<file path="src/verilog/cam_cfg_pkg.sv">
package cam_cfg_pkg;

   localparam logic [7:0]  SENSOR_ADDR  = 8'h6c;      // write form of 7-bit address 36h
   localparam logic [15:0] ID_REG       = 16'h300b;
   localparam logic [7:0]  SENSOR_ID    = 8'h88;
   localparam logic [15:0] POWERUP_WAIT = 16'd400;    // about 1 ms at 400 kHz
   localparam logic [15:0] RETRY_WAIT   = 16'd100;
   localparam logic [7:0]  DELAY_UNIT   = 8'd16;
   localparam logic [7:0]  CFG_LEN      = 8'd20;

   // 4 clocks per bit gives 100 kHz SCL
   localparam int PHASES_PER_BIT = 4;
   localparam int PHASE_W        = $clog2(PHASES_PER_BIT);
   localparam logic [PHASE_W-1:0] PHASE_LAST = PHASE_W'(PHASES_PER_BIT - 1);
   localparam logic [PHASE_W-1:0] PHASE_HIGH = PHASE_W'(PHASES_PER_BIT / 2);  // first scl high

   typedef enum logic {
      WRITE_ENTRY,
      DELAY_ENTRY
   } entry_kind_t;

   typedef struct packed {
      entry_kind_t kind;
      logic [7:0]  slave;
      logic [15:0] reg_addr;
      logic [7:0]  data;       // delay length in DELAY_UNIT steps for delay entries
   } cfg_entry_t;

   typedef enum logic [1:0] {
      OP_WRITE_PTR,
      OP_READ_BYTE,
      OP_WRITE_REG
   } i2c_op_t;

   typedef struct packed {
      i2c_op_t     op;
      logic [7:0]  slave;
      logic [15:0] reg_addr;
      logic [7:0]  data;
   } i2c_cmd_t;

   typedef struct packed {
      logic [7:0] rd_data;
      logic       nack;
   } i2c_rsp_t;

   typedef logic [7:0] cfg_index_t;

   function automatic cfg_entry_t wr(input logic [15:0] r, input logic [7:0] d);
      return '{kind: WRITE_ENTRY, slave: SENSOR_ADDR, reg_addr: r, data: d};
   endfunction

   function automatic cfg_entry_t dly(input logic [7:0] units);
      return '{kind: DELAY_ENTRY, slave: 8'h00, reg_addr: 16'h0000, data: units};
   endfunction

   function automatic cfg_entry_t cfg_table(input cfg_index_t idx);
      case (idx)
         8'd0:    return wr(16'h0103, 8'h01);   // software reset
         8'd1:    return wr(16'h0100, 8'h00);   // standby
         8'd2:    return dly(8'd10);
         8'd3:    return wr(16'h3638, 8'hff);   // analog control
         8'd4:    return wr(16'h0302, 8'd24);   // pll1 multiplier
         8'd5:    return wr(16'h0303, 8'h00);
         8'd6:    return wr(16'h0304, 8'h03);   // pll1 mipi divider
         8'd7:    return wr(16'h030e, 8'h00);
         8'd8:    return wr(16'h0312, 8'h01);
         8'd9:    return wr(16'h3018, 8'h72);   // mipi 4 lane
         8'd10:   return wr(16'h3808, 8'h02);   // x size 640
         8'd11:   return wr(16'h3809, 8'h80);
         8'd12:   return wr(16'h380a, 8'h01);   // y size 480
         8'd13:   return wr(16'h380b, 8'he0);
         8'd14:   return wr(16'h3508, 8'h03);   // analog gain
         8'd15:   return wr(16'h3509, 8'h00);
         8'd16:   return wr(16'h5018, 8'h19);   // red wb gain
         8'd17:   return dly(8'd10);
         8'd18:   return wr(16'h501c, 8'h17);   // blue wb gain
         8'd19:   return wr(16'h0100, 8'h01);   // wake up, streaming
         default: return dly(8'd0);
      endcase
   endfunction

endpackage
</file>
<file path="src/verilog/cam_cfg_top.sv">
module cam_cfg_top (
   input  logic       CLK_400K,
   input  logic       RESET_N,
   input  logic       sda_in,
   output logic       scl_oe,
   output logic       sda_oe,
   output logic [7:0] sensor_id,
   output logic       id_ok,
   output logic       cam_release
);

   logic                  start;
   logic                  busy;
   logic                  done;
   cam_cfg_pkg::i2c_cmd_t cmd;
   cam_cfg_pkg::i2c_rsp_t rsp;

   cfg_sequencer u_seq (
      .CLK_400K    (CLK_400K),
      .RESET_N     (RESET_N),
      .busy        (busy),
      .done        (done),
      .rsp         (rsp),
      .start       (start),
      .cmd         (cmd),
      .sensor_id   (sensor_id),
      .id_ok       (id_ok),
      .cam_release (cam_release)
   );

   i2c_master u_i2c (
      .CLK_400K (CLK_400K),
      .RESET_N  (RESET_N),
      .start    (start),
      .cmd      (cmd),
      .sda_in   (sda_in),         // wired-and level from the pad
      .busy     (busy),
      .done     (done),
      .rsp      (rsp),
      .scl_oe   (scl_oe),
      .sda_oe   (sda_oe)
   );

endmodule

</file>
<file path="src/verilog/cfg_sequencer.sv">
module cfg_sequencer (
   input  logic                  CLK_400K,
   input  logic                  RESET_N,
   input  logic                  busy,
   input  logic                  done,
   input  cam_cfg_pkg::i2c_rsp_t rsp,
   output logic                  start,
   output cam_cfg_pkg::i2c_cmd_t cmd,
   output logic [7:0]            sensor_id,
   output logic                  id_ok,
   output logic                  cam_release
);

   typedef enum logic [3:0] {
      S_POWERUP,
      S_ID_PTR,
      S_ID_PTR_WAIT,
      S_ID_READ,
      S_ID_READ_WAIT,
      S_RETRY,
      S_FETCH,
      S_WRITE_WAIT,
      S_DELAY,
      S_RELEASE
   } state_t;

   state_t                    state;
   logic [15:0]               wait_cnt;
   logic                      ptr_nack;     // pointer write of this attempt failed
   cam_cfg_pkg::cfg_index_t   idx;
   cam_cfg_pkg::cfg_entry_t   entry;
   logic [15:0]               dly_len;
   logic                      last_entry;

   assign entry      = cam_cfg_pkg::cfg_table(idx);
   assign dly_len    = {8'h00, entry.data} * {8'h00, cam_cfg_pkg::DELAY_UNIT};
   assign last_entry = (idx == cam_cfg_pkg::CFG_LEN - 8'd1);

   always_ff @(posedge CLK_400K) begin
      if (!RESET_N) begin
         state       <= S_POWERUP;
         wait_cnt    <= '0;
         ptr_nack    <= 1'b0;
         idx         <= '0;
         start       <= 1'b0;
         sensor_id   <= 8'h00;
         id_ok       <= 1'b0;
         cam_release <= 1'b0;
      end else begin
         start <= 1'b0;
         case (state)
            S_POWERUP: begin
               wait_cnt <= wait_cnt + 16'd1;
               if (wait_cnt == cam_cfg_pkg::POWERUP_WAIT - 16'd1) begin
                  state <= S_ID_PTR;
               end
            end
            S_ID_PTR: begin
               if (!busy) begin
                  start <= 1'b1;
                  cmd   <= '{op: cam_cfg_pkg::OP_WRITE_PTR, slave: cam_cfg_pkg::SENSOR_ADDR,
                             reg_addr: cam_cfg_pkg::ID_REG, data: 8'h00};
                  state <= S_ID_PTR_WAIT;
               end
            end
            S_ID_PTR_WAIT: begin
               if (done) begin
                  ptr_nack <= rsp.nack;
                  state    <= S_ID_READ;
               end
            end
            S_ID_READ: begin
               if (!busy) begin
                  start <= 1'b1;
                  cmd   <= '{op: cam_cfg_pkg::OP_READ_BYTE, slave: cam_cfg_pkg::SENSOR_ADDR,
                             reg_addr: cam_cfg_pkg::ID_REG, data: 8'h00};
                  state <= S_ID_READ_WAIT;
               end
            end
            S_ID_READ_WAIT: begin
               if (done) begin
                  sensor_id <= rsp.nack ? 8'h00 : rsp.rd_data;
                  wait_cnt  <= '0;
                  if (ptr_nack || rsp.nack || rsp.rd_data != cam_cfg_pkg::SENSOR_ID) begin
                     state <= S_RETRY;
                  end else begin
                     id_ok <= 1'b1;
                     idx   <= '0;
                     state <= S_FETCH;
                  end
               end
            end
            S_RETRY: begin
               wait_cnt <= wait_cnt + 16'd1;
               if (wait_cnt == cam_cfg_pkg::RETRY_WAIT - 16'd1) begin
                  state <= S_ID_PTR;
               end
            end
            S_FETCH: begin
               if (entry.kind == cam_cfg_pkg::DELAY_ENTRY) begin
                  wait_cnt <= '0;
                  state    <= S_DELAY;
               end else if (!busy) begin
                  start <= 1'b1;
                  cmd   <= '{op: cam_cfg_pkg::OP_WRITE_REG, slave: entry.slave,
                             reg_addr: entry.reg_addr, data: entry.data};
                  state <= S_WRITE_WAIT;
               end
            end
            S_WRITE_WAIT, S_DELAY: begin
               if (state == S_DELAY && wait_cnt < dly_len) begin
                  wait_cnt <= wait_cnt + 16'd1;
               end else if (state == S_DELAY || done) begin   // write nack ignored
                  if (last_entry) begin
                     cam_release <= 1'b1;
                     state       <= S_RELEASE;
                  end else begin
                     idx   <= idx + 8'd1;
                     state <= S_FETCH;
                  end
               end
            end
            S_RELEASE: state <= S_RELEASE;   // done for good
            default:   state <= S_POWERUP;
         endcase
      end
   end

endmodule

</file>
<file path="src/verilog/i2c_master.sv">
module i2c_master (
   input  logic                  CLK_400K,
   input  logic                  RESET_N,
   input  logic                  start,
   input  cam_cfg_pkg::i2c_cmd_t cmd,
   input  logic                  sda_in,
   output logic                  busy,
   output logic                  done,
   output cam_cfg_pkg::i2c_rsp_t rsp,
   output logic                  scl_oe,
   output logic                  sda_oe
);

   typedef enum logic [1:0] {
      S_IDLE,
      S_START,
      S_BIT,
      S_STOP
   } state_t;

   state_t                          state;
   logic [cam_cfg_pkg::PHASE_W-1:0] phase;
   logic [3:0]                      bit_cnt;    // data bits 0..7 then ack slot 8
   logic [1:0]                      byte_idx;
   logic [1:0]                      last_byte;
   cam_cfg_pkg::i2c_cmd_t           cmd_r;
   logic [7:0]                      tx_byte;
   logic                            rx_byte;    // target drives this byte
   logic                            sda_drv;
   logic [7:0]                      rx_shift;
   logic                            nack_r;
   logic                            bit_end;

   assign bit_end = (phase == cam_cfg_pkg::PHASE_LAST);
   assign rx_byte = (cmd_r.op == cam_cfg_pkg::OP_READ_BYTE) && (byte_idx == 2'd1);

   always_comb begin
      case (cmd_r.op)
         cam_cfg_pkg::OP_READ_BYTE: last_byte = 2'd1;
         cam_cfg_pkg::OP_WRITE_PTR: last_byte = 2'd2;
         default:                   last_byte = 2'd3;
      endcase
   end

   always_comb begin
      case (byte_idx)
         2'd0:    tx_byte = {cmd_r.slave[7:1], cmd_r.op == cam_cfg_pkg::OP_READ_BYTE};
         2'd1:    tx_byte = cmd_r.reg_addr[15:8];
         2'd2:    tx_byte = cmd_r.reg_addr[7:0];
         default: tx_byte = cmd_r.data;
      endcase
   end

   always_ff @(posedge CLK_400K) begin
      if (!RESET_N) begin
         state    <= S_IDLE;
         phase    <= '0;
         bit_cnt  <= '0;
         byte_idx <= '0;
         sda_drv  <= 1'b0;
         done     <= 1'b0;
      end else begin
         done <= 1'b0;
         if (state != S_IDLE) begin
            phase <= bit_end ? '0 : phase + 1'b1;
         end
         case (state)
            S_IDLE: begin
               if (start) begin                  // start while busy never gets here
                  state    <= S_START;
                  bit_cnt  <= '0;
                  byte_idx <= '0;
               end
            end
            S_START: begin
               if (phase == '0) begin
                  sda_drv <= 1'b1;               // sda falls while scl is high
               end
               if (bit_end) begin
                  state <= S_BIT;
               end
            end
            S_BIT: begin
               if (phase == '0) begin            // scl is low so sda may change
                  sda_drv <= (bit_cnt < 4'd8) && !rx_byte && !tx_byte[~bit_cnt[2:0]];
               end
               if (bit_end) begin
                  if (bit_cnt == 4'd8) begin
                     bit_cnt <= '0;
                     if (byte_idx == last_byte) begin
                        state <= S_STOP;
                     end else begin
                        byte_idx <= byte_idx + 2'd1;
                     end
                  end else begin
                     bit_cnt <= bit_cnt + 4'd1;
                  end
               end
            end
            S_STOP: begin
               if (phase == '0) begin
                  sda_drv <= 1'b1;
               end else if (phase == cam_cfg_pkg::PHASE_LAST - 1'b1) begin
                  sda_drv <= 1'b0;               // sda rises with scl high
               end
               if (bit_end) begin
                  state <= S_IDLE;
                  done  <= 1'b1;
               end
            end
            default: state <= S_IDLE;
         endcase
      end
   end

   // command and response payload
   always_ff @(posedge CLK_400K) begin
      if (state == S_IDLE && start) begin
         cmd_r  <= cmd;
         nack_r <= 1'b0;
      end
      if (state == S_BIT && bit_end) begin     // sample at end of scl high
         if (bit_cnt < 4'd8 && rx_byte) begin
            rx_shift <= {rx_shift[6:0], sda_in};
         end
         if (bit_cnt == 4'd8 && !rx_byte && sda_in) begin
            nack_r <= 1'b1;                     // target left sda high
         end
      end
   end

   assign busy   = (state != S_IDLE);
   assign scl_oe = (state == S_BIT || state == S_STOP) && (phase < cam_cfg_pkg::PHASE_HIGH);
   assign sda_oe = sda_drv;
   assign rsp    = '{rd_data: rx_shift, nack: nack_r};

endmodule

</file>
<file path="config.mk">
export PLATFORM = sky130hd
export DESIGN_NAME = cam_cfg_top
export DESIGN_NICKNAME = d
export VERILOG_FILES = /design/src/verilog/cam_cfg_pkg.sv /design/src/verilog/cam_cfg_top.sv /design/src/verilog/cfg_sequencer.sv /design/src/verilog/i2c_master.sv
export SDC_FILE = /design/constraint.sdc
export NUM_CORES = 1
export LEC_CHECK = 0
export BUFFER_PORTS_ARGS = -buffer_cell sky130_fd_sc_hd__buf_2
export CAP_MARGIN = 10
export CORE_ASPECT_RATIO = 0.5
export CORE_UTILIZATION = 59
export CTS_BUF_LIST = sky130_fd_sc_hd__clkbuf_4
export CTS_CLUSTER_SIZE = 8
export DETAILED_ROUTE_END_ITERATION = 7
export HOLD_SLACK_MARGIN = 0.03
export PLACE_DENSITY = 0.87
export SLEW_MARGIN = 20
export SYNTH_ARGS = -nofsm -noshare
export SYNTH_HDL_FRONTEND = slang
export SYNTH_SLANG_ARGS = --single-unit
</file>
<file path="constraint.sdc">
create_clock -name CLK_400K -period 3.8 [get_ports CLK_400K]
set_clock_uncertainty 0.05 [all_clocks]
set_input_delay 0.19 -clock CLK_400K [delete_from_list [all_inputs] [get_ports CLK_400K]]
set_output_delay 0.19 -clock CLK_400K [all_outputs]
set_load 0.1 [all_outputs]
</file>
==> impl_results.md <==
* Area post-placement at between 6000 and 7000 µm²
* Yosys Warn Count at 0
* Proportion of synthesized flip-flops having asynchronous set or reset at 0%
* EDFF count, synth at 54
* Worst supply voltage drop on vdd at 0.000212 V
* H-tree levels at 4
* Synth Area per Inst at 9.83 µm²
* Count of distinct cell types in the synthesized netlist at between 70 and 80
* Footprint of the multi-input gates at ~3000 µm²
* Register bit count reported by yosys at 129
* Growth of design area from synthesis to finish at 10.1%
* Part of the cycle the worst path needs at 94.1%
* Worst Setup Path Type: reg -> reg
* GR Overflow Total at 0
* Top_reg_cell synth: dfxtp_1
* Insertion delay to the later sink of the worst-skew pair at 0.56 ns
* Wire length of the first global-routing pass at 22.8 mm
* Critical path capture point type: flop
* Initial antenna violation count at 0
* Die boundary width at 148 µm
* Shortest clock period the worst path allows after layout at 3.57 ns
* Fin Hold WS at 0.371 ns
* Actual slew at the worst max-slew pin at around 1.0 ns
* Detailed-route wire length per cell at 17.4 µm
* Net count reported at finish at approximately 700
* Cell Count Post-Placement at 785
* Most frequent standard cell in the layout excluding fill and tap cells: nand2_1
* Ports at 15
* Global-route total usage across every layer at 27.2%
* Core Footprint at 10300 µm²
* Number of DRC violations after detailed routing at 0
* Max frequency at 280 MHz
* Total of fill cells in the finished design at 769
* Gate count of the mapped netlist at 641
* Ratio of cells with drive above 1 in the final layout at 13.3%
* Sequential fraction of the synthesis area at 49.6%
* Antenna cells at 0
* Die extent in y at 75.1 µm
* Area of all placed cells without fillers at 6940 µm²
* Die Area at about 11000 µm²
* Number of global-route vias before repair at about 4400
* Status: finished, final reports clean
* Clock buffers created by TritonCTS at 17
* TritonCTS clock tree: yes
* Kind of path behind the tightest hold check: reg -> reg
* First drt pass iteration count at 5
* Standby leakage power at roughly 2.5 nW
* Area taken by flip-flops and latches at 3120 µm²
* Largest net degree at the start of global routing at 25
* Critical-path maximum fanout at 16
* Number of clock sinks at 129
* Required time reported for the critical path endpoint at around 4.2 ns
* Sum of negative setup slack at 0 ns
* Critical Path Source Type: flop
* Antenna-violating nets left at 0
* Total setup violations reported at the end of the flow at 0
* Routed wire length at between 10 and 15 mm
* Most frequent cells in the layout: nand2_1 (83), dfxtp_1 (75), nor2_1 (61)
* Data arrival time at the worst-slack endpoint at slightly below 4 ns
* Via count normalized by instance count at 6.11
* Estimated wirelength of the detail-placed design at 10.1 mm
* Vias at 5022
* Power density over the cells at between 400 and 500 nW/µm²
* Number of buffers inserted by port buffering at 14
* Syn nets at 675
* Cell row count at 26
* Synth Cell Area at 6300 µm²
* Max-cap violations at 0
* Iter 0 DRT Violations at 483
* RD Place Congestion at 0.897
* Total power consumption of the routed design at 3.22 mW
* Final Max Tran Viols at 0
* Final count of hold timing violations at 0
* Buffer type at the clock tree root: clkbuf_4
* Clock buffer depth at 2
* Worst-case headroom to the max-slew limit at around 34%
* Starting density of the core at 61.3%
* Setup repair after global routing missed its margin: yes
* Clock transition at the registers of the reported paths at 0.13 ns
* Post-layout instance count excluding filler cells at 822
## routing by layer
layer	wire [µm]	up-vias	global-route usage, %
li1	-	2372	-
met3	1240	32	7.94
met1	6580	2388	37.5
met5	0	-	0
met2	6160	230	40.5
met4	285	0	11.2
## layout make-up
cell class / instances / share of cell area [%]
clock buffers: 17 / 1.84
clock inverters: 15 / 2.29
inverters: 28 / 1.55
multi-input cells: 456 / 43.0
flip-flops and latches: 129 / 45.0
well taps: 140 / 2.53
repair buffers: 37 / 3.75
## cell families (layout without fill, tap and decap cells)
family	after synthesis	in the layout	share of synthesized area (%)
fa+ha+maj	31	31	6.16
compound gates	129	129	13.9
simple gates	259	259	20.9
buf+inv	56	97	3.83
flops	129	129	49.6
mux	15	15	2.58
xor+xnor	22	22	3.06
## power by group
part | switching [mW] | leakage, nW | internal, mW
Combinational | 0.404 | 1.33 | 0.224
Clock | 0.604 | 0.148 | 0.354
Sequential | 0.0827 | 1.07 | 1.55
## critical path, cell delays in order (launching register included)
cell      delay, ns
dfxtp_1        0.36
nor3_2         0.17
buf_4          0.21
nand2_1        0.12
ha_1           0.32
nand4_1        0.17
a311oi_2       0.33
nor3_2         0.12
a21oi_4        0.28
mux2i_4        0.28
buf_4          0.17
ha_1           0.26
inv_1          0.14
a221oi_1       0.44
## synth_stat cells, types with 4 or more instances
cell type | n | share of area [%]
a211oi_1 | 7 | 0.83
a21oi_1 | 38 | 3.0
a221oi_1 | 4 | 0.56
a22oi_1 | 4 | 0.48
a31oi_1 | 5 | 0.50
and2_1 | 8 | 0.79
and3_1 | 20 | 2.0
buf_2 | 8 | 0.64
clkbuf_1 | 16 | 0.95
dfxtp_1 | 75 | 24
edfxtp_1 | 54 | 26
ha_1 | 31 | 6.2
inv_1 | 24 | 1.4
mux2i_1 | 14 | 2.2
nand2_1 | 83 | 4.9
nand2b_1 | 5 | 0.50
nand3_1 | 20 | 1.6
nand3b_1 | 8 | 0.95
nand4_1 | 8 | 0.79
nor2_1 | 61 | 3.6
nor2b_1 | 4 | 0.40
nor3_1 | 14 | 1.1
nor4_1 | 4 | 0.40
o211ai_1 | 7 | 0.83
o21ai_0 | 27 | 2.1
or3_1 | 6 | 0.60
xnor2_1 | 10 | 1.4
xor2_1 | 12 | 1.7
## repair_timing
item	4_1_cts	5_1_grt
hold buffers	2	0
setup endpoints to repair	0	12
setup buffers	0	3
resized for setup	0	5
endpoints found under the hold margin	3	0
## final timing paths
check                                            startpoint                        end  slack (ns)  cells after the start
worst max register to register    u_seq.idx[7]$_SDFFE_PN0N_                       flop        0.23                     13
worst max-delay path              u_seq.idx[7]$_SDFFE_PN0N_                       flop        0.23                     13
worst min register to register  u_seq.cmd[17]$_SDFFCE_PN0P_  u_i2c.cmd_r[17]$_DFFE_PP_        0.37                      0
worst min-delay path            u_seq.cmd[17]$_SDFFCE_PN0P_  u_i2c.cmd_r[17]$_DFFE_PP_        0.37                      0
## metrics by stage
stage	worst slack, ns	utilization, %
after detailed placement	0.150	63.8
final	0.226	67.5
after global routing	-0.0298	67.5
after floorplan	0.0165	-
after global placement	0.287	63.8
after CTS	0.0925	66.8
Note: power is estimated with default switching activity, not from simulation.
